$ cat config.mk
export PLATFORM = sky130hd
export DESIGN_NAME = decode_slice_top
export DESIGN_NICKNAME = d
export VERILOG_FILES = /design/src/logic/idu_pkg.sv /design/src/logic/inst_decoder.sv /design/src/logic/pipe_ctrl.sv /design/src/logic/idu_id_pipe.sv /design/src/logic/decode_slice_top.sv
export SDC_FILE = /design/constraint.sdc
export NUM_CORES = 1
export LEC_CHECK = 0
export ABC_AREA = 1
export BUFFER_PORTS_ARGS = -buffer_cell sky130_fd_sc_hd__buf_2
export CAP_MARGIN = 20
export CORE_ASPECT_RATIO = 2
export CORE_MARGIN = 5
export CORE_UTILIZATION = 38
export CTS_BUF_LIST = sky130_fd_sc_hd__clkbuf_8
export CTS_CLUSTER_SIZE = 14
export DETAILED_ROUTE_END_ITERATION = 16
export PLACE_DENSITY = 0.76
export SLEW_MARGIN = 40
export SYNTH_ARGS = -nofsm -noshare
export SYNTH_HDL_FRONTEND = slang
export SYNTH_SLANG_ARGS = --single-unit
$ cat constraint.sdc
create_clock -name clk -period 5.4 [get_ports clk]
set_input_delay 0.27 -clock clk [delete_from_list [all_inputs] [get_ports clk]]
set_output_delay 0.27 -clock clk [all_outputs]
set_load 0.05 [all_outputs]
$ cat src/logic/idu_pkg.sv
// Decode stage shared types
`default_nettype none

package idu_pkg;

    localparam int INST_WIDTH      = 32;   // instruction word
    localparam int INST_ADDR_WIDTH = 32;   // pc width
    localparam int REG_ADDR_WIDTH  = 5;    // x0..x31
    localparam int BUS_ADDR_WIDTH  = 32;   // csr address as carried downstream
    localparam int CSR_ADDR_WIDTH  = 12;   // csr field in the word

    typedef logic [INST_WIDTH-1:0]      inst_word_t;
    typedef logic [INST_ADDR_WIDTH-1:0] inst_addr_t;
    typedef logic [REG_ADDR_WIDTH-1:0]  reg_addr_t;
    typedef logic [BUS_ADDR_WIDTH-1:0]  bus_addr_t;
    typedef logic [31:0]                imm_t;      // sign extended immediate
    typedef logic [6:0]                 opcode_t;
    typedef logic [3:0]                 op_t;       // {inst[30], funct3} or a special code
    typedef logic [2:0]                 unit_t;     // execute unit select

    // execute unit codes
    localparam unit_t UNIT_NONE = 3'd0;
    localparam unit_t UNIT_ALU  = 3'd1;
    localparam unit_t UNIT_BJP  = 3'd2;    // branch and jump
    localparam unit_t UNIT_LSU  = 3'd3;
    localparam unit_t UNIT_CSR  = 3'd4;
    localparam unit_t UNIT_SYS  = 3'd5;    // ecall, ebreak, mret, fence

    // RV32I major opcodes
    localparam opcode_t OPC_LUI      = 7'b0110111;
    localparam opcode_t OPC_AUIPC    = 7'b0010111;
    localparam opcode_t OPC_JAL      = 7'b1101111;
    localparam opcode_t OPC_JALR     = 7'b1100111;
    localparam opcode_t OPC_BRANCH   = 7'b1100011;
    localparam opcode_t OPC_LOAD     = 7'b0000011;
    localparam opcode_t OPC_STORE    = 7'b0100011;
    localparam opcode_t OPC_OP_IMM   = 7'b0010011;
    localparam opcode_t OPC_OP       = 7'b0110011;
    localparam opcode_t OPC_MISC_MEM = 7'b0001111;
    localparam opcode_t OPC_SYSTEM   = 7'b1110011;

    // op codes with no funct3 of their own, taken from unused alu/bjp slots
    localparam op_t OP_LUI   = 4'b1001;    // alu, result is imm
    localparam op_t OP_AUIPC = 4'b1010;    // alu, result is pc + imm
    localparam op_t OP_JAL   = 4'b1100;    // bjp, target pc + imm
    localparam op_t OP_JALR  = 4'b1101;    // bjp, target rs1 + imm

    typedef struct packed {
        unit_t unit;       // which execute unit takes it
        op_t   op;         // operation within the unit
        logic  src2_imm;   // operand 2 is the immediate
        logic  is_load;
        logic  is_store;
        logic  illegal;    // not an RV32I/Zicsr encoding
    } dec_info_t;

    // everything handed from decode to execute
    typedef struct packed {
        inst_addr_t inst_addr;
        logic       reg_we;
        reg_addr_t  reg_waddr;
        reg_addr_t  reg1_raddr;
        reg_addr_t  reg2_raddr;
        logic       csr_we;
        bus_addr_t  csr_waddr;
        bus_addr_t  csr_raddr;
        dec_info_t  dec_info;
        imm_t       dec_imm;
        logic       is_pred_branch;   // fetch predicted taken branch
        logic       is_pred_jalr;     // fetch predicted jalr target
        inst_addr_t branch_addr;      // predicted target
    } idex_bundle_t;

    localparam idex_bundle_t IDEX_BUBBLE = '0;   // all zero is a nop

    typedef struct packed {
        logic stall;   // hold the stage register
        logic flush;   // load a bubble
    } stage_ctrl_t;

endpackage

`default_nettype wire

$ cat src/logic/inst_decoder.sv
// RV32I instruction decoder
`timescale 1ns/1ps
`default_nettype none

module inst_decoder (
    input  wire idu_pkg::inst_word_t   inst_i,            // word from fetch
    input  wire idu_pkg::inst_addr_t   inst_addr_i,       // its pc
    input  wire                        is_pred_branch_i,
    input  wire                        is_pred_jalr_i,
    input  wire idu_pkg::inst_addr_t   branch_addr_i,     // predicted target
    output idu_pkg::idex_bundle_t      bundle_o           // decoded, not yet registered
);
    import idu_pkg::*;

    opcode_t    opcode;
    logic [2:0] funct3;
    reg_addr_t  rd;
    reg_addr_t  rs1;
    reg_addr_t  rs2;
    imm_t       imm_i;
    imm_t       imm_s;
    imm_t       imm_b;
    imm_t       imm_u;
    imm_t       imm_j;
    imm_t       imm_z;
    bus_addr_t  csr_addr;
    dec_info_t  info;
    imm_t       imm;
    logic       wr_rd;      // format writes rd
    logic       use_rs1;    // format reads rs1
    logic       use_rs2;    // format reads rs2
    logic       csr_op;     // csrrw/s/c and immediate forms

    assign opcode = inst_i[6:0];
    assign funct3 = inst_i[14:12];
    assign rd     = inst_i[11:7];
    assign rs1    = inst_i[19:15];
    assign rs2    = inst_i[24:20];

    // immediates, all sign extended from bit 31
    assign imm_i = {{20{inst_i[31]}}, inst_i[31:20]};
    assign imm_s = {{20{inst_i[31]}}, inst_i[31:25], inst_i[11:7]};
    assign imm_b = {{19{inst_i[31]}}, inst_i[31], inst_i[7], inst_i[30:25], inst_i[11:8], 1'b0};
    assign imm_u = {inst_i[31:12], 12'b0};
    assign imm_j = {{11{inst_i[31]}}, inst_i[31], inst_i[19:12], inst_i[20], inst_i[30:21], 1'b0};
    assign imm_z = {27'b0, inst_i[19:15]};   // csr uimm sits in rs1 field

    assign csr_addr = {{(BUS_ADDR_WIDTH-CSR_ADDR_WIDTH){1'b0}}, inst_i[31:20]};

    always_comb begin
        info      = '0;
        info.unit = UNIT_NONE;
        imm       = '0;
        wr_rd     = 1'b0;
        use_rs1   = 1'b0;
        use_rs2   = 1'b0;
        csr_op    = 1'b0;
        case (opcode)
            OPC_OP: begin                               // R type
                info.unit = UNIT_ALU;
                info.op   = {inst_i[30], funct3};       // bit 30 picks sub/sra
                wr_rd     = 1'b1;
                use_rs1   = 1'b1;
                use_rs2   = 1'b1;
            end
            OPC_OP_IMM: begin
                info.unit     = UNIT_ALU;
                info.op       = {(funct3 == 3'b101) & inst_i[30], funct3};  // srai only
                info.src2_imm = 1'b1;
                imm           = imm_i;
                wr_rd         = 1'b1;
                use_rs1       = 1'b1;
            end
            OPC_LUI, OPC_AUIPC: begin
                info.unit     = UNIT_ALU;
                info.op       = (opcode == OPC_LUI) ? OP_LUI : OP_AUIPC;
                info.src2_imm = 1'b1;
                imm           = imm_u;
                wr_rd         = 1'b1;
            end
            OPC_JAL: begin
                info.unit     = UNIT_BJP;
                info.op       = OP_JAL;
                info.src2_imm = 1'b1;
                imm           = imm_j;
                wr_rd         = 1'b1;                   // link register
            end
            OPC_JALR: begin
                info.unit     = UNIT_BJP;
                info.op       = OP_JALR;
                info.src2_imm = 1'b1;
                imm           = imm_i;
                wr_rd         = 1'b1;
                use_rs1       = 1'b1;
            end
            OPC_BRANCH: begin
                info.unit = UNIT_BJP;
                info.op   = {1'b0, funct3};             // compare kind
                imm       = imm_b;                      // offset, operands are rs1/rs2
                use_rs1   = 1'b1;
                use_rs2   = 1'b1;
            end
            OPC_LOAD: begin
                info.unit     = UNIT_LSU;
                info.op       = {1'b0, funct3};         // size and sign
                info.src2_imm = 1'b1;
                info.is_load  = 1'b1;
                imm           = imm_i;
                wr_rd         = 1'b1;
                use_rs1       = 1'b1;
            end
            OPC_STORE: begin
                info.unit     = UNIT_LSU;
                info.op       = {1'b0, funct3};
                info.src2_imm = 1'b1;
                info.is_store = 1'b1;
                imm           = imm_s;
                use_rs1       = 1'b1;                   // base
                use_rs2       = 1'b1;                   // store data
            end
            OPC_MISC_MEM: begin
                info.unit = UNIT_SYS;
                info.op   = {1'b1, funct3};             // fence / fence.i
            end
            OPC_SYSTEM: begin
                if (funct3 == 3'b000) begin             // ecall, ebreak, mret
                    info.unit = UNIT_SYS;
                    imm       = imm_i;                  // funct12 tells them apart
                end else if (funct3 == 3'b100) begin
                    info.illegal = 1'b1;                // no csr op here
                end else begin
                    info.unit = UNIT_CSR;
                    info.op   = {1'b0, funct3};
                    csr_op    = 1'b1;
                    wr_rd     = 1'b1;                   // old csr value
                    if (funct3[2]) begin
                        info.src2_imm = 1'b1;
                        imm           = imm_z;
                    end else begin
                        use_rs1 = 1'b1;
                    end
                end
            end
            default: info.illegal = 1'b1;               // no enables set
        endcase
    end

    always_comb begin
        bundle_o                = '0;
        bundle_o.inst_addr      = inst_addr_i;
        bundle_o.reg_we         = wr_rd & (rd != '0);     // x0 never written
        bundle_o.reg_waddr      = wr_rd ? rd : '0;
        bundle_o.reg1_raddr     = use_rs1 ? rs1 : '0;     // unused sources read x0
        bundle_o.reg2_raddr     = use_rs2 ? rs2 : '0;
        // set/clear forms with a zero source field only read the csr
        bundle_o.csr_we         = csr_op & ~(funct3[1] & (rs1 == '0));
        bundle_o.csr_waddr      = csr_op ? csr_addr : '0;
        bundle_o.csr_raddr      = csr_op ? csr_addr : '0;
        bundle_o.dec_info       = info;
        bundle_o.dec_imm        = imm;
        bundle_o.is_pred_branch = is_pred_branch_i;
        bundle_o.is_pred_jalr   = is_pred_jalr_i;
        bundle_o.branch_addr    = branch_addr_i;
    end

endmodule

`default_nettype wire

$ cat src/logic/pipe_ctrl.sv
// Decode stage stall and flush control
`timescale 1ns/1ps
`default_nettype none

module pipe_ctrl (
    input  wire                         ex_busy_i,      // execute cannot take more
    input  wire                         ex_redirect_i,  // decode holds a wrong-path word
    input  wire idu_pkg::idex_bundle_t  next_i,         // bundle now in decode
    input  wire idu_pkg::idex_bundle_t  curr_i,         // bundle in the register
    output idu_pkg::stage_ctrl_t        ctrl_o,
    output logic                        if_hold_o       // fetch repeats its word
);
    import idu_pkg::*;

    logic rs1_hit;
    logic rs2_hit;
    logic load_use;

    // load in flight whose rd is read by decode. sources are compared even if
    // the format ignores them, a false hit only costs a bubble
    assign rs1_hit  = (curr_i.reg_waddr == next_i.reg1_raddr);
    assign rs2_hit  = (curr_i.reg_waddr == next_i.reg2_raddr);
    assign load_use = curr_i.dec_info.is_load & curr_i.reg_we
                    & (curr_i.reg_waddr != '0) & (rs1_hit | rs2_hit);

    always_comb begin
        ctrl_o    = '0;
        if_hold_o = 1'b0;
        if (ex_busy_i) begin
            ctrl_o.stall = 1'b1;        // keep register and fetch
            if_hold_o    = 1'b1;
        end else if (ex_redirect_i) begin
            ctrl_o.flush = 1'b1;        // drop decode, fetch moves on
        end else if (load_use) begin
            ctrl_o.flush = 1'b1;        // one bubble
            if_hold_o    = 1'b1;        // same word retried next cycle
        end
    end

endmodule

`default_nettype wire

$ cat src/logic/idu_id_pipe.sv
// Decode to execute pipeline register
`timescale 1ns/1ps
`default_nettype none

module idu_id_pipe (
    input  wire                         clk,
    input  wire                         reset_i,    // sync, active high
    input  wire idu_pkg::stage_ctrl_t   ctrl_i,     // stall/flush from pipe_ctrl
    input  wire idu_pkg::idex_bundle_t  bundle_i,   // decoder output
    output idu_pkg::idex_bundle_t       bundle_o    // to execute
);
    import idu_pkg::*;

    idex_bundle_t bundle_d;     // value loaded when not stalled
    idex_bundle_t bundle_q;
    logic         update_en;

    assign update_en = ~ctrl_i.stall;                           // stall beats flush
    assign bundle_d  = ctrl_i.flush ? IDEX_BUBBLE : bundle_i;   // flush inserts a nop

    // whole bundle in one register, enables and payload together
    always_ff @(posedge clk) begin
        if (reset_i) begin
            bundle_q <= IDEX_BUBBLE;    // no write enables out of reset
        end else if (update_en) begin
            bundle_q <= bundle_d;
        end
    end

    assign bundle_o = bundle_q;

endmodule

`default_nettype wire

$ cat src/logic/decode_slice_top.sv
// Decode slice top level
`timescale 1ns/1ps
`default_nettype none

module decode_slice_top (
    input  wire                         clk,
    input  wire                         reset_i,
    // from fetch
    input  wire idu_pkg::inst_word_t    inst_i,
    input  wire idu_pkg::inst_addr_t    inst_addr_i,
    // from predictor
    input  wire                         is_pred_branch_i,
    input  wire                         is_pred_jalr_i,
    input  wire idu_pkg::inst_addr_t    branch_addr_i,
    // from execute
    input  wire                         ex_busy_i,
    input  wire                         ex_redirect_i,
    // outputs
    output idu_pkg::idex_bundle_t       id_ex_o,        // registered decode result
    output logic                        if_hold_o       // to fetch
);
    import idu_pkg::*;

    idex_bundle_t next_bundle;      // combinational decode
    idex_bundle_t curr_bundle;      // register output, fed back for hazards
    stage_ctrl_t  stage_ctrl;

    inst_decoder i_inst_decoder (
        .inst_i           (inst_i),
        .inst_addr_i      (inst_addr_i),
        .is_pred_branch_i (is_pred_branch_i),
        .is_pred_jalr_i   (is_pred_jalr_i),
        .branch_addr_i    (branch_addr_i),
        .bundle_o         (next_bundle)
    );

    pipe_ctrl i_pipe_ctrl (
        .ex_busy_i     (ex_busy_i),
        .ex_redirect_i (ex_redirect_i),
        .next_i        (next_bundle),
        .curr_i        (curr_bundle),
        .ctrl_o        (stage_ctrl),
        .if_hold_o     (if_hold_o)
    );

    idu_id_pipe i_idu_id_pipe (
        .clk      (clk),
        .reset_i  (reset_i),
        .ctrl_i   (stage_ctrl),
        .bundle_i (next_bundle),
        .bundle_o (curr_bundle)
    );

    assign id_ex_o = curr_bundle;

endmodule

`default_nettype wire

Word level (Yosys, flattened, before mapping)
Index checks and enable logic that the tools add are counted.

operators by class
  eq/ne operators = 15
  multiplexer cells = 36
  bitwise gates (word level) = 9
  reduce and logical (&&, ||, !) cells = 12

operators by type and width
  kind                  number
  $pmux W32 S6          1
  $mux W190             1
  $mux W32              2
  $pmux W7 S9           1
  $eq A7 B7 Y1 const B  4
  $mux W5               5
  $eq A7 B6 Y1 const B  3
  $mux W1               18
  $eq A7 B5 Y1 const B  2
  $reduce_or A7 Y1      2
  $mux W12              1
  $eq A5 B5 Y1          2
  $reduce_bool A5 Y1    2
  $reduce_or A10 Y1     1
  $mux W8               1
  $pmux W1 S2           4
  $and A1 B1 Y1         7
  $eq A7 B2 Y1 const B  1
  $eq A7 B4 Y1 const B  1
  $eq A3 B3 Y1 const B  2
  $reduce_or A3 Y1      2
  $reduce_or A6 Y1      1
  $logic_not A5 Y1      1
  $reduce_or A2 Y1      2
  other kinds (5)       5

storage, ports and cells
  flip-flop bits (word level) = 190
  output and inout bits = 191
  logic and storage cells = 90

Longest topological paths before layout
  word-level depth = 12
  depth in mapped cells = 18
  depth with buffers taken out = 17

Hierarchy
Synthesis repeated with hierarchy kept, for this count alone.

second synthesis, totals
  cell total of the unflattened synthesis = 1341
  area, all modules = 9118.7 µm²

modules (own cells, without submodules)
  module        instances  cells each  area each (µm²)  seq. area each (µm²)
  idu_id_pipe   1          823         6465.0           3803.6
  inst_decoder  1          464         2423.6           0.0
  pipe_ctrl     1          54          230.2            0.0

Worst setup path before layout
Ideal clock, no wire load.

  path kind = input to output
  from = in inst_i[1]
  to = out if_hold_o
  data arrival time = 2.600 ns
  required time = 5.130 ns
  slack = 2.530 ns
  stages on the path = 15
  buffers on the path = 1
  cell sequence = nand2_1 > inv_1 > nand2_2 > inv_2 > nand3_1 > nand3_4 > nand2_1 > nand2_1 > nand2_1 > nor2_1 > nand3_1 > nand2_2 > nand2_4 > buf_2 > o21ai_0

between the ends
  longest elaborated chain between the ends = 10
  elaborated cells on any way between the ends = 20
  those cells by class = 9 x eq/ne; 7 x mux; 2 x bitwise; 2 x reduce/logical

RTL lines
  element                                                         RTL line                                  RTL
  from (decl)                                                     decode_slice_top.sv:9                     input wire idu_pkg::inst_word_t inst_i,
  $eq A7 B6 Y1, or another cell as far along                      inst_decoder.sv:58                        case (opcode)
  $reduce_or A6 Y1 (no line) or $reduce_or A3 Y1 (tied branches)  n/a
  $pmux W1 S2 or $mux W1 (tied branches)                          inst_decoder.sv:58
  $mux W5 (on tied branches)                                      inst_decoder.sv:153, inst_decoder.sv:154
  $eq A5 B5 Y1 (on tied branches)                                 pipe_ctrl.sv:21, pipe_ctrl.sv:22
  $or A1 B1 Y1 (*)                                                pipe_ctrl.sv:24                           & (curr_i.reg_waddr != '0) & (rs1_hit | rs2_hit);
  $and A1 B1 Y1 (*)                                               pipe_ctrl.sv:24
  $mux W1 (*)                                                     pipe_ctrl.sv:34                           end else if (load_use) begin
  $mux W1 (*)                                                     pipe_ctrl.sv:32                           end else if (ex_redirect_i) begin
  $mux W1 (*)                                                     pipe_ctrl.sv:29                           if (ex_busy_i) begin
  to (decl)                                                       decode_slice_top.sv:20                    output logic if_hold_o

Every way passes the cells marked *; elsewhere a longest branch is shown, timed or not.

Final worst setup path
Ends and elaborated chain as after synthesis.

==> impl_metrics.yaml <==
global_route:
  track_usage_pct: 20.07
  grt_pass1_wl_um: 31300
  grt.overflow.total: 0
  grt_max_degree: 83
  antenna_found_initial: 3
  grt_pass1_vias: 6079
worst_setup_path:
  cp.arrival_ns: 2.41
  crit_chain: "buf_2 -> nand2_1 -> inv_1 -> nand2_2 -> inv_2 -> o21ai_2 -> inv_2 -> nand2_1 -> xor2_1 -> nand2_1 -> nand3b_1 -> nand2_2 -> nand2_4 -> o21ai_0 -> buf_2"
  end_kind: "output port"
  path_class: "in -> out"
  start_kind: "primary input"
  slowest_stage: "buf_2"
  cp.required_ns: 5.13
  crit_family: "simple AND/OR/NAND/NOR gates"
  critPathMaxStageDelay_ns: 0.29
  crit_buf_inv: 5
  crit_path_frequent_cell: "nand2_1"
  crit_fanout: 46
die:
  die_w_um: 101.9
  rows: 67
  die_area_sq_mm: 0.01973
  core_sq_mm: 0.01668
  initial_core_util_pct: 38.44
  io_pins: 293
  die_h_um: 193.7
yosys:
  synthArstFlopShare_pct: 0
  synth.area.top_cells: "dfxtp_1, nor2_1, mux2i_1, nand2_1, buf_4"
  synth_seq_cells: 138
  synth-main-ff-cell: "dfxtp_1"
  synthCells: 837
  avgSynthCellArea_sq_um: 7.661
  synth.most_common_cell: "dfxtp_1"
  yosysTopAreaCell: "dfxtp_1"
  netlist_area_sq_mm: 0.006412
  synth-edff-count: 0
  ys_types: 35
  ys_warn_count: 0
  synth_commonest_cells: "dfxtp_1, nor2_1, nand2_1"
  yosys.area.top_type_share_pct: 43.08
  synth-seq-area-share_pct: 43.08
clock_tree:
  numCtsBuffers: 17
  root_buffer: "clkbuf_8"
  cts_sinks: 138
  cts_buffer_depth: 2
  cts_hold_buf: 0
  insertion_delay_ns: 0.44
  cts_tree: "built"
  clk_pin_slew_ns: 0.07
  cts_setup_buffers: 0
  htree_num_levels: 4
  cts_resized: 0
sta:
  maxSlewViolCount: 0
  hold_viol: 0
  finalSetupTns_ns: 0
  rsz0062_at_grt: "false"
  fin_skew_ns: 0.01017
  finalCritPeriodShare_pct: 49.63
  finalSetupViolCount: 0
  min_period_ns: 2.680
  max_freq_ghz: 0.3732
  relSlewSlack_pct: 44.44
  worst_pin_slew_ns: 0.8333
routing:
  wl_per_cell_um: 16.10
  num_vias: 6340
  drt_pre_antenna_iters: 5
  wirelength_um: 20410
  drc: 0
  ant_nets: 0
  via_per_inst: 5.000
  initialDrtViolationCount: 324
layout:
  largest_register_ff_count: 138
  multi_input_area_sq_mm: 0.002933
  layout-drive-gt1-share_pct: 28.77
  area_growth_pct: 23.82
  ff_latch_area_sq_mm: 0.002763
  fillCellCount: 1694
  final_nets: 1149
pwr:
  vdd_drop_max_mv: 0.2665
  p_comb_share_pct: 17.6
  sw_frac_of_total_pct: 31.07
  p_total_w: 0.002450
  pwr-share-seq_pct: 43.7
  pwr-share-clk_pct: 38.7
  power.density_mw_per_mm2: 308.6
  leakage_nw: 3.948
  intPower_w: 0.001689
  power_switching_w: 0.0007611
place:
  dp_hpwl_um: 15190
  gp_congestion: 0.8782
  portBuffers: 252
flow_run:
  maxCapViolCount: 0
outcome:
  status: "completed"
worst_hold_path:
  min_path_type: "in -> reg"
layout make-up:
type	count	area share [%]
diodes	1	0.03152
clock buffers	20	3.467
clock inverters	12	2.159
inverters	57	2.710
multi-input cells	576	36.94
flip-flops and latches	138	34.79
well taps	207	3.262
repair buffers	257	16.64
metal layers:
| layer | track usage, % | wire (um) | share of wire (%) | vias to the layer above |
|---|---|---|---|---|
| met4 | 10.12 | 816 | 4.0 | 4 |
| met1 | 21.08 | 7172 | 35 | 2878 |
| li1 | - | - | - | 3117 |
| met2 | 35.76 | 10720 | 53 | 287 |
| met3 | 5.257 | 1689 | 8.3 | 54 |
| met5 | 0 | 14 | 0.069 | - |
per-stage QoR:
stage / cells / util, % / hold slack [ns] / area (sq um) / worst slack, ns
3_5_place_dp: 1234 / 44.78 / 0.4553 / 7471 / 2.521
5_1_grt: 1268 / 47.60 / 0.04904 / 7940 / 2.454
6_report: 1268 / 47.60 / 0.07268 / 7940 / 2.720
4_1_cts: 1266 / 47.46 / 0.04054 / 7918 / 2.727
3_3_place_gp: 1233 / 44.66 / 0.4508 / 7450 / 2.034
2_1_floorplan: 876 / - / 0.4293 / 6559 / 2.530
power by group through the flow:
stage	clock network (W)	registers, W	logic [W]
2_1_floorplan	0	0.00121	0.000228
3_5_place_dp	0	0.00109	0.000429
6_report	0.000949	0.00107	0.000431
3_3_place_gp	0	0.00109	0.000423
4_1_cts	0.000974	0.00107	0.000429
5_1_grt	0.00102	0.00108	0.000459
tightest hold or removal path, delay by kind of cell:
family / cells / cell delay, ns
and+or+nand+nor: 1 / 0.08
buffers and inverters: 1 / 0.07
muxes: 1 / 0.05
final timing paths:
kind                                            start                                        to  slack, ns  cells past startpoint
min reg2reg   i_idu_id_pipe.bundle_o[54]$_SDFFE_PP0N_   i_idu_id_pipe.bundle_o[54]$_SDFFE_PP0N_       0.46                      2
max reg2reg  i_idu_id_pipe.bundle_o[152]$_SDFFE_PP0N_  i_idu_id_pipe.bundle_o[164]$_SDFFE_PP0N_       3.07                      9
min                                   inst_addr_i[22]  i_idu_id_pipe.bundle_o[180]$_SDFFE_PP0N_       0.07                      3
max                                         inst_i[1]                                 if_hold_o       2.72                     15
logic make-up after synthesis:
kind of cell    Yosys count  share of synthesized area, %
xor+xnor                  5                        0.6829
other cells               1                       0.05848
mux                      44                         6.868
buf+inv                 162                         13.54
flops                   138                         43.08
simple gates            343                         23.63
compound gates          144                         12.14
layout by cell type (no fill, tap or decap), drive strengths merged, types with 20 or more instances in the layout:
cell and count:
buf 257, dfxtp 138, nor2 129, nand2 116, o21ai 83, inv 57, a21oi 47, nand4 46
mux2i 44, conb 40, nor3 33, clkbuf 20
No activity file was read; power rests on OpenSTA's default activity.
